==> src/rtl/super6502_pkg.sv <==
package super6502_pkg;

    //////////////////////////////////////////////////
    // Bus types
    //////////////////////////////////////////////////

    localparam int DATA_W = 8;                      // CPU data bus width

    typedef struct packed {
        logic [15:0]       addr;
        logic [DATA_W-1:0] wdata;
        logic              rwb;                     // 1 read, 0 write
        logic              valid;                   // Cycle strobe
        logic              spare;
    } bus_req_t;

    typedef struct packed {
        logic       mult_cs;
        logic       timer_cs;
        logic       irq_cs;
        logic [1:0] reg_off;                        // Offset within peripheral
    } periph_sel_t;

    //////////////////////////////////////////////////
    // Address map
    //////////////////////////////////////////////////

    localparam logic [15:0] MULT_BASE  = 16'h7FF0;  // 4 bytes
    localparam logic [15:0] TIMER_BASE = 16'h7FF4;  // 4 bytes
    localparam logic [15:0] IRQ_BASE   = 16'h7FF8;  // 2 bytes

    localparam int IRQ_SOURCES   = 8;
    localparam int IRQ_SRC_TIMER = 0;
    localparam int IRQ_SRC_EXT   = 1;

    //////////////////////////////////////////////////
    // Register offsets
    //////////////////////////////////////////////////

    localparam logic [1:0] MULT_A   = 2'd0;
    localparam logic [1:0] MULT_B   = 2'd1;
    localparam logic [1:0] MULT_PLO = 2'd2;
    localparam logic [1:0] MULT_PHI = 2'd3;

    localparam logic [1:0] TMR_LO   = 2'd0;         // Reload low, reads count low
    localparam logic [1:0] TMR_HI   = 2'd1;
    localparam logic [1:0] TMR_CTRL = 2'd2;         // Bit 0 enable, bit 1 irq enable
    localparam logic [1:0] TMR_STAT = 2'd3;         // Bit 0 expired, write 1 to clear

    localparam logic [1:0] IRQ_MASK = 2'd0;
    localparam logic [1:0] IRQ_PEND = 2'd1;

endpackage
==> src/rtl/cpu_periph_top.sv <==
`timescale 1ns/100ps

module cpu_periph_top (
    input  logic                               clk_2,
    input  logic                               i_rst_n,
    input  super6502_pkg::bus_req_t            i_req,
    input  logic                               i_ext_irq_n,
    output logic [super6502_pkg::DATA_W-1:0]   o_rdata,
    output logic                               o_irq_n
);
    import super6502_pkg::*;

    periph_sel_t            w_sel;
    logic [DATA_W-1:0]      w_mult_rdata;
    logic [DATA_W-1:0]      w_timer_rdata;
    logic [DATA_W-1:0]      w_irq_rdata;
    logic                   w_timer_irq;
    logic [IRQ_SOURCES-1:0] w_irq_src;

    always_comb begin
        w_irq_src                = '0;             // Unused sources stay quiet
        w_irq_src[IRQ_SRC_TIMER] = w_timer_irq;
        w_irq_src[IRQ_SRC_EXT]   = ~i_ext_irq_n;
    end

    bus_addr_decode u_bus_addr_decode (
        .i_req (i_req),
        .o_sel (w_sel)
    );

    mult_unit u_mult_unit (
        .clk_2     (clk_2),
        .i_rst_n   (i_rst_n),
        .i_cs      (w_sel.mult_cs),
        .i_rwb     (i_req.rwb),
        .i_valid   (i_req.valid),
        .i_reg_off (w_sel.reg_off),
        .i_wdata   (i_req.wdata),
        .o_rdata   (w_mult_rdata)
    );

    interval_timer u_interval_timer (
        .clk_2     (clk_2),
        .i_rst_n   (i_rst_n),
        .i_cs      (w_sel.timer_cs),
        .i_rwb     (i_req.rwb),
        .i_valid   (i_req.valid),
        .i_reg_off (w_sel.reg_off),
        .i_wdata   (i_req.wdata),
        .o_rdata   (w_timer_rdata),
        .o_irq     (w_timer_irq)
    );

    irq_controller u_irq_controller (
        .clk_2     (clk_2),
        .i_rst_n   (i_rst_n),
        .i_cs      (w_sel.irq_cs),
        .i_rwb     (i_req.rwb),
        .i_valid   (i_req.valid),
        .i_reg_off (w_sel.reg_off),
        .i_wdata   (i_req.wdata),
        .i_src     (w_irq_src),
        .o_rdata   (w_irq_rdata),
        .o_irq_n   (o_irq_n)
    );

    bus_read_mux u_bus_read_mux (
        .i_sel         (w_sel),
        .i_mult_rdata  (w_mult_rdata),
        .i_timer_rdata (w_timer_rdata),
        .i_irq_rdata   (w_irq_rdata),
        .o_rdata       (o_rdata)
    );

endmodule

==> src/rtl/bus_read_mux.sv <==
`timescale 1ns/100ps

module bus_read_mux (
    input  super6502_pkg::periph_sel_t         i_sel,
    input  logic [super6502_pkg::DATA_W-1:0]   i_mult_rdata,
    input  logic [super6502_pkg::DATA_W-1:0]   i_timer_rdata,
    input  logic [super6502_pkg::DATA_W-1:0]   i_irq_rdata,
    output logic [super6502_pkg::DATA_W-1:0]   o_rdata
);
    import super6502_pkg::*;

    logic [DATA_W-1:0] w_rdata;

    //////////////////////////////////////////////////
    // Priority select, unmapped reads return zero
    //////////////////////////////////////////////////

    always_comb begin
        if (i_sel.mult_cs) begin
            w_rdata = i_mult_rdata;
        end else if (i_sel.timer_cs) begin
            w_rdata = i_timer_rdata;
        end else if (i_sel.irq_cs) begin
            w_rdata = i_irq_rdata;
        end else begin
            w_rdata = '0;
        end
    end

    assign o_rdata = w_rdata;

endmodule

==> src/rtl/irq_controller.sv <==
`timescale 1ns/100ps

module irq_controller (
    input  logic                                 clk_2,
    input  logic                                 i_rst_n,
    input  logic                                 i_cs,
    input  logic                                 i_rwb,
    input  logic                                 i_valid,
    input  logic [1:0]                           i_reg_off,
    input  logic [super6502_pkg::DATA_W-1:0]     i_wdata,
    input  logic [super6502_pkg::IRQ_SOURCES-1:0] i_src,
    output logic [super6502_pkg::DATA_W-1:0]     o_rdata,
    output logic                                 o_irq_n
);
    import super6502_pkg::*;

    logic [IRQ_SOURCES-1:0] r_mask;
    logic [IRQ_SOURCES-1:0] w_pend;
    logic                   w_wr;

    assign w_wr   = i_valid & ~i_rwb & i_cs;
    assign w_pend = i_src & r_mask;                 // Level sensitive, no latching

    //////////////////////////////////////////////////
    // Mask register and CPU interrupt line
    //////////////////////////////////////////////////

    always_ff @(posedge clk_2) begin
        if (!i_rst_n) begin
            r_mask <= '0;
        end else if (w_wr && i_reg_off == IRQ_MASK) begin
            r_mask <= i_wdata[IRQ_SOURCES-1:0];
        end
    end

    always_ff @(posedge clk_2) begin
        if (!i_rst_n) begin
            o_irq_n <= 1'b1;
        end else begin
            o_irq_n <= ~|w_pend;                    // Any masked source pulls it low
        end
    end

    always_comb begin
        case (i_reg_off)
            IRQ_MASK: o_rdata = r_mask;
            IRQ_PEND: o_rdata = w_pend;
            default:  o_rdata = '0;
        endcase
    end

    // Line released whatever the source levels were during reset
    a_irq_n_after_reset : assert property (@(posedge clk_2)
        !i_rst_n |=> o_irq_n);

endmodule

==> src/rtl/interval_timer.sv <==
`timescale 1ns/100ps

module interval_timer (
    input  logic                               clk_2,
    input  logic                               i_rst_n,
    input  logic                               i_cs,
    input  logic                               i_rwb,
    input  logic                               i_valid,
    input  logic [1:0]                         i_reg_off,
    input  logic [super6502_pkg::DATA_W-1:0]   i_wdata,
    output logic [super6502_pkg::DATA_W-1:0]   o_rdata,
    output logic                               o_irq
);
    import super6502_pkg::*;

    logic [15:0] r_reload;
    logic [15:0] r_count;
    logic [1:0]  r_ctrl;                            // [0] enable, [1] irq enable
    logic        r_flag;
    logic        w_wr;
    logic        w_load;
    logic        w_clear;
    logic        w_expire;

    assign w_wr     = i_valid & ~i_rwb & i_cs;
    assign w_load   = w_wr & (i_reg_off == TMR_CTRL) & i_wdata[0];
    assign w_clear  = w_wr & (i_reg_off == TMR_STAT) & i_wdata[0];
    assign w_expire = r_ctrl[0] & ~w_load & (r_count == 16'h0000);

    //////////////////////////////////////////////////
    // Register writes
    //////////////////////////////////////////////////

    always_ff @(posedge clk_2) begin
        if (!i_rst_n) begin
            r_reload <= '0;
            r_ctrl   <= '0;
        end else if (w_wr) begin
            case (i_reg_off)
                TMR_LO:   r_reload[7:0]  <= i_wdata;
                TMR_HI:   r_reload[15:8] <= i_wdata;
                TMR_CTRL: r_ctrl         <= i_wdata[1:0];
                default:  ;
            endcase
        end
    end

    //////////////////////////////////////////////////
    // Down counter and expired flag
    //////////////////////////////////////////////////

    always_ff @(posedge clk_2) begin
        if (!i_rst_n) begin
            r_count <= '0;
            r_flag  <= 1'b0;
        end else begin
            if (w_load) begin
                r_count <= r_reload;                // Start on the enable write
            end else if (w_expire) begin
                r_count <= r_reload;
            end else if (r_ctrl[0]) begin
                r_count <= r_count - 16'd1;
            end

            if (w_expire) begin
                r_flag <= 1'b1;                     // Expiry beats a same-edge clear
            end else if (w_clear) begin
                r_flag <= 1'b0;
            end
        end
    end

    assign o_irq = r_flag & r_ctrl[1];

    always_comb begin
        case (i_reg_off)
            TMR_LO:   o_rdata = r_count[7:0];
            TMR_HI:   o_rdata = r_count[15:8];
            TMR_CTRL: o_rdata = {{(DATA_W-2){1'b0}}, r_ctrl};
            TMR_STAT: o_rdata = {{(DATA_W-1){1'b0}}, r_flag};
            default:  o_rdata = '0;
        endcase
    end

    a_no_set_when_disabled : assert property (@(posedge clk_2) disable iff (!i_rst_n)
        !r_ctrl[0] |=> !$rose(r_flag));

endmodule

==> src/rtl/mult_unit.sv <==
`timescale 1ns/100ps

module mult_unit (
    input  logic                               clk_2,
    input  logic                               i_rst_n,
    input  logic                               i_cs,
    input  logic                               i_rwb,
    input  logic                               i_valid,
    input  logic [1:0]                         i_reg_off,
    input  logic [super6502_pkg::DATA_W-1:0]   i_wdata,
    output logic [super6502_pkg::DATA_W-1:0]   o_rdata
);
    import super6502_pkg::*;

    logic [DATA_W-1:0]   r_a;
    logic [DATA_W-1:0]   r_b;
    logic [2*DATA_W-1:0] r_prod;
    logic                w_wr;

    assign w_wr = i_valid & ~i_rwb & i_cs;

    //////////////////////////////////////////////////
    // Operand and product registers
    //////////////////////////////////////////////////

    always_ff @(posedge clk_2) begin
        if (!i_rst_n) begin
            r_a <= '0;
            r_b <= '0;
        end else if (w_wr) begin
            case (i_reg_off)
                MULT_A:  r_a <= i_wdata;
                MULT_B:  r_b <= i_wdata;
                default: ;                          // Product bytes are read only
            endcase
        end
    end

    // Recomputed every edge so it follows the latest operands
    always_ff @(posedge clk_2) begin
        if (!i_rst_n) begin
            r_prod <= '0;
        end else begin
            r_prod <= {{DATA_W{1'b0}}, r_a} * {{DATA_W{1'b0}}, r_b};
        end
    end

    //////////////////////////////////////////////////
    // Read back
    //////////////////////////////////////////////////

    always_comb begin
        case (i_reg_off)
            MULT_A:   o_rdata = r_a;
            MULT_B:   o_rdata = r_b;
            MULT_PLO: o_rdata = r_prod[DATA_W-1:0];
            MULT_PHI: o_rdata = r_prod[2*DATA_W-1:DATA_W];
            default:  o_rdata = '0;
        endcase
    end

endmodule

==> src/rtl/bus_addr_decode.sv <==
`timescale 1ns/100ps

module bus_addr_decode (
    input  super6502_pkg::bus_req_t    i_req,
    output super6502_pkg::periph_sel_t o_sel
);
    import super6502_pkg::*;

    logic w_mult_hit;
    logic w_timer_hit;
    logic w_irq_hit;

    // Four byte windows match on addr[15:2]
    assign w_mult_hit  = (i_req.addr[15:2] == MULT_BASE[15:2]);
    assign w_timer_hit = (i_req.addr[15:2] == TIMER_BASE[15:2]);

    // Interrupt controller only spans two bytes
    assign w_irq_hit   = (i_req.addr[15:1] == IRQ_BASE[15:1]);

    always_comb begin
        o_sel          = '0;
        o_sel.mult_cs  = w_mult_hit;
        o_sel.timer_cs = w_timer_hit;
        o_sel.irq_cs   = w_irq_hit;
        o_sel.reg_off  = i_req.addr[1:0];          // Low bits pass straight through
    end

    //////////////////////////////////////////////////
    // Checks
    //////////////////////////////////////////////////

    // Overlapping windows in the address map would show up here
    always_comb begin
        a_sel_onehot0 : assert ($onehot0({o_sel.mult_cs, o_sel.timer_cs, o_sel.irq_cs}))
        else $error("More than one peripheral select at addr %h", i_req.addr);
    end

endmodule

==> config.mk <==
export PLATFORM = sky130hd
export DESIGN_NAME = cpu_periph_top
export DESIGN_NICKNAME = d
export VERILOG_FILES = /design/src/rtl/super6502_pkg.sv /design/src/rtl/cpu_periph_top.sv /design/src/rtl/bus_read_mux.sv /design/src/rtl/irq_controller.sv /design/src/rtl/interval_timer.sv /design/src/rtl/mult_unit.sv /design/src/rtl/bus_addr_decode.sv
export SDC_FILE = /design/constraint.sdc
export NUM_CORES = 1
export LEC_CHECK = 0
export ABC_AREA = 1
export BUFFER_PORTS_ARGS = -buffer_cell sky130_fd_sc_hd__buf_2
export CORE_MARGIN = 2
export CORE_UTILIZATION = 40
export DETAILED_ROUTE_END_ITERATION = 6
export SLEW_MARGIN = 20
export SYNTH_ARGS = -nofsm -noshare
export SYNTH_HDL_FRONTEND = slang
export SYNTH_HIERARCHICAL = 1
export SYNTH_SLANG_ARGS = --single-unit
export TNS_END_PERCENT = 30
==> constraint.sdc <==
create_clock -name clk_2 -period 4.5 [get_ports clk_2]
set_input_delay 0.675 -clock clk_2 [delete_from_list [all_inputs] [get_ports clk_2]]
set_output_delay 0.675 -clock clk_2 [all_outputs]
set_load 0.005 [all_outputs]
[After elaboration in Yosys (flattened, before gate mapping)]
Cells that the tools add are included.
Word-level totals
  register bits after elaboration: 76
  bits of input ports: 30
  output and inout bits: 9
  logic and storage cells: 56
Operators by class
  $add $sub $neg: 1
  multiply operators: 1
  equality and inequality tests: 6
  muxes and demuxes: 11
  bitwise gates (word level): 15
  reductions and logical operators: 12
Operators with widths (number)
  $pmux 8 s4: 2
  $mux 16: 3
  $eq 14x13->1 const B: 2
  $mux 8: 3
  $logic_not 16->1: 1
  $mul 8x8->16: 1
  $pmux 8 s2: 1
  $sub 16x1->16 const B: 1
  $eq 15x14->1 const B: 1
  $and 1x1->1: 11
  $reduce_and 2->1: 5
  $and 2x8->8: 1
  $reduce_or 8->1: 1
  $eq 2x2->1 const B: 2
  $not 1->1: 3
  $reduce_bool 3->1: 1
  $eq 2x1->1 const B: 1
  $logic_not 2->1: 1
  $mux 1: 2
  $reduce_bool 2->1: 1
  $logic_and 1x1->1: 1
  $logic_not 1->1: 1

[Logic depth before layout (Yosys ltp)]
  depth in word-level cells: 10
  mapped depth: 21

[Hierarchy]
The synthesis kept the hierarchy.
By module, submodules not included
  mult_unit: times used 1, cells an instance 538, area each 3577.2 um^2, sequential area each 640.6 um^2
  interval_timer: times used 1, cells an instance 302, area each 2028.2 um^2, sequential area each 700.7 um^2
  irq_controller: times used 1, cells an instance 89, area each 546.8 um^2, sequential area each 180.2 um^2
  bus_read_mux: times used 1, cells an instance 61, area each 252.7 um^2, sequential area each 0.0 um^2
  bus_addr_decode: times used 1, cells an instance 32, area each 141.4 um^2, sequential area each 0.0 um^2
  cpu_periph_top: times used 1, cells an instance 2, area each 7.5 um^2, sequential area each 0.0 um^2

[Least setup slack after synthesis]
OpenSTA, ideal clock, no wires.
  path kind: register -> register
  from: register u_mult_unit.r_a[5]
  to: register u_mult_unit.r_prod[11]
  library setup time: 113 ps
  data arrival time: 3611 ps
  data required time: 4387 ps
  setup slack: 776 ps
  stages on the path, launching flop included: 19
  clock period less this slack: 3724 ps
  cells stage by stage: dfxtp_1 > clkbuf_1 > nand2_1 > fa_1 > fa_1 > inv_1 > fa_1 > inv_1 > fa_1 > inv_1 > ha_1 > nand2_1 > inv_1 > nand2_1 > inv_1 > a21oi_1 > nand2_1 > nand2_1 > nor2_1
On the way
  word-level cells in the longest chain between the ends: 1
RTL lines
  from (decl): RTL line mult_unit.sv:15  | logic [DATA_W-1:0] r_a;
  from (signal assigned): RTL line mult_unit.sv:32  | MULT_A: r_a <= i_wdata;
  $mul 8x8->16: RTL line mult_unit.sv:44  | r_prod <= {{DATA_W{1'b0}}, r_a} * {{DATA_W{1'b0}}, r_b};
  to (signal assigned): RTL line mult_unit.sv:44
  to (decl): RTL line mult_unit.sv:17  | logic [2*DATA_W-1:0] r_prod;
No other way between the ends.
A chain may end at the register's enable or synchronous reset.

[Final worst setup path]
  from: register u_mult_unit.r_b[2]
  to: register u_mult_unit.r_prod[15]
On the way
  word-level cells in the longest chain between the ends: 1
RTL lines
  from (decl): RTL line mult_unit.sv:16  | logic [DATA_W-1:0] r_b;
  from (signal assigned): RTL line mult_unit.sv:33  | MULT_B: r_b <= i_wdata;
  $mul 8x8->16: RTL line mult_unit.sv:44
No other way between the ends.

==> metrics.csv <==
stage,metric,value,unit
synthesis,yosys.area.top_type,dfxtp_1,
synthesis,synth_edf_count,0,
layout,fin_nets,1149,
synthesis,synth_top_area_frac,0.232,
timing,setup_viol,0,
timing,timing.final.crit_share,0.877,
synthesis,yosys_most_used_dff,dfxtp_1,
timing,fin_tns_setup,0,ns
drt,drt_iter0_markers,417,
clocking,cts_resized,0,
worst_setup_path,cp.arrival,4.19,ns
drt,detail-route-antenna-nets,0,
timing,max-slew-margin-rel,0.424,
pwr,power_leakage,0.00410,uW
pwr,clkPwrFrac,0.505,
synthesis,syn_area_per_cell,6.40,um2
grt,antenna_found_initial,0,
worst_setup_path,rr_startpoint,u_mult_unit/r_b[2]$_SDFFE_PN0P_,
synthesis,ys_seq_area_frac,0.232,
synthesis,synthCells,1024,
drt,via_per_inst,4.63,
pwr,combPwrFrac,0.047,
worst_setup_path,slowest_stage,dfxtp_1,
drt,drt_wl_total,16800,um
drt,post_drt_wl_per_cell,13.2,um
grt,grt.busiest_layer,met2,
layout,diodes,0,
synthesis,synth_area_leaders,"dfxtp_1 23%, nand2_1 16%, fa_1 11%",
worst_setup_path,crit_type,reg -> reg,
outcome,violations,design-rule violations,
floorplan,die-area,17400,um2
placed_design,dp_hpwl,13000,um
synthesis,yosysMostFrequentCell,nand2_1,
synthesis,synthTopCellsByCount,"274 x nand2_1, 188 x inv_1, 163 x nor2_1",
worst_setup_path,path_cells,"nand2_1, fa_1, fa_1, inv_1, fa_1, inv_1, fa_1, inv_1, ha_1, nand2_1, inv_1, nand2_1, nor2_1, nand2_1, nand3_1, nand2_1, inv_1, nor2_1",
timing,fmax,253,MHz
clocking,cts.sinks,76,
clocking,hold_buffers,0,
min_path,hold_class,reg -> reg,
grt,grt.total_usage,0.204,
clocking,cts_buffers,9,
grt,grt-ovfl-total,0,
floorplan,initial_core_util,0.411,
grt,use_met2,0.343,
placed_design,port_buffers,37,
timing,finalClockSkew,0.00929,ns
drt,first_pass_iters,7,
synthesis,ys_types,43,
worst_setup_path,critPathCaptureType,register,
pwr,seqPwrFrac,0.449,
pwr,netSwitchingFraction,0.247,
worst_setup_path,crit_family,adder cells,
synthesis,synthArstFlopShare,0,
grt,grt_pass1_vias,5675,
grt,grt_use_met3,0.0369,
job,cap_violations,0,
timing,rsz0062_at_grt,no,
drt,vias,5868,
worst_setup_path,crit_fanout,10,
pwr,p_per_area,210,nW/um2
clocking,clk_pin_slew,0.06,ns
worst_setup_path,required,4.75,ns
placed_design,gp_congestion,0.869,
worst_setup_path,startpoint,u_mult_unit/r_b[2]$_SDFFE_PN0P_,
floorplan,coreArea,15900,um2
grt,grt_pass1_wl,28700,um
floorplan,dieWidth,132,um
pwr,switching_power,370,uW
clocking,clk_latency,0.35,ns
pwr,ir_drop,194,uV
floorplan,die_h,132,um
drt,drc,5,
layout,syn_to_final_growth,8.88,%
synthesis,synthesis.area,6550,um2
worst_setup_path,crit_buf_inv,5,
grt,grt_util_met1,0.262,
timing,worstMarginPinSlew,0.860,ns
outcome,status,"finished, violations left",
worst_setup_path,slowest_delay,0.56,ns
timing,slew_violations,0,
synthesis,synth.yosys.warnings,6,
floorplan,ios,39,
min_path,hold_start,u_interval_timer/r_reload[11]$_SDFFE_PN0P_,
pwr,internal_power,1130,uW
clocking,root_buffer,clkbuf_16,
clocking,htreeDepth,3,
synthesis,synth_seq_cells,76,
timing,hold_viol,0,
clocking,post_cts_buffers,0,
clocking,clockBufferDepth,2,
timing,min_period,3.95,ns
layout,postLayoutCellArea,7140,um2
floorplan,rows,46,
layout,drive_above_1_share,0.0894,
grt,grt_max_degree,39,
timing,timing.hold.ws,0.453,ns
clocking,cts_tree,done,
placed_design,placed_area,6830,um2
worst_setup_path,start_kind,register,
[power by group through the flow]
| stage | clock network, uW | logic, uW | registers, uW |
|---|---|---|---|
| floorplan | 0 | 39.7 | 688 |
| global placement | 0 | 70.4 | 688 |
| detailed placement | 0 | 70.3 | 688 |
| CTS | 771 | 70.4 | 672 |
| global route | 795 | 77.5 | 672 |
| finish | 756 | 69.7 | 672 |
[state kept, by name, indices dropped and copies added, names as in the netlist]
| name | cells |
|---|---|
| u_mult_unit/r_prod | 16 |
| u_mult_unit/r_b | 8 |
| u_interval_timer/r_count | 16 |
| u_interval_timer/r_flag | 1 |
| u_irq_controller/o_irq_n | 1 |
| u_interval_timer/r_ctrl | 2 |
| u_mult_unit/r_a | 8 |
| u_interval_timer/r_reload | 16 |
| u_irq_controller/r_mask | 8 |
[metal layers]
layer  part of all wire  vias to the layer above
li1                   -                     3125
met2               0.48                       96
met1               0.46                     2617
met4              0.025                        0
met3              0.035                       30
met5                  0                        -
[path summary, 6_finish.rpt]
kind / to / cells past startpoint / slack, ns
setup / recovery: u_mult_unit/r_prod[15]$_SDFF_PN0_ / 18 / 0.55
hold / removal: u_interval_timer/r_reload[11]$_SDFFE_PN0P_ / 2 / 0.45
setup reg to reg: u_mult_unit/r_prod[15]$_SDFF_PN0_ / 18 / 0.55
hold reg to reg: u_interval_timer/r_reload[11]$_SDFFE_PN0P_ / 2 / 0.45
[area by class of cell]
| cell class | instances | area [um2] |
|---|---|---|
| Sequential cell | 76 | 1520 |
| Inverter | 199 | 752 |
| Clock inverter | 7 | 80.1 |
| Fill cell | 1696 | 8810 |
| Timing Repair Buffer | 41 | 215 |
| Tap cell | 216 | 270 |
| Clock buffer | 9 | 225 |
| Multi-Input combinational cell | 719 | 4070 |
[worst min-delay path, delay by kind of cell (launching register included)]
kind / cells / cell delay [ns]
AO/OA/AOI/OAI: 1 / 0.05
buffers and inverters: 1 / 0.06
flip-flops: 1 / 0.30
[cells in the final DEF, fill, tap and decap left out, types with 26 or more instances in the layout]
master	netlist	layout
nand2_1	274	274
nand3_1	26	26
dfxtp_1	76	76
ha_1	37	37
buf_2	2	37
fa_1	36	36
nor2_1	163	163
o21ai_0	67	67
inv_1	188	188
a21oi_1	39	39
[metrics by stage]
stage	total power (uW)	setup WS [ns]	util	instances
2_1_floorplan	727	0.776	-	1034
3_3_place_gp	758	0.565	0.428	1251
3_5_place_dp	758	0.544	0.428	1251
4_1_cts	1510	0.539	0.448	1267
5_1_grt	1540	0.258	0.448	1267
6_report	1500	0.555	0.448	1267
[cell families (layout without fill, tap and decap cells)]
family                     count (synthesis)  count (layout)  share of synthesized area
and+or+nand+nor                          511             511                      0.332
adders and majority gates                 73              73                      0.181
xor gates and xnor gates                   8               8                     0.0107
DFF                                       76              76                      0.232
AOI/OAI and AO/OA                        116             116                     0.0918
other                                      1              11                   0.000572
buffers and inverters                    239             256                      0.152
Power figures use the tool's default switching activity.
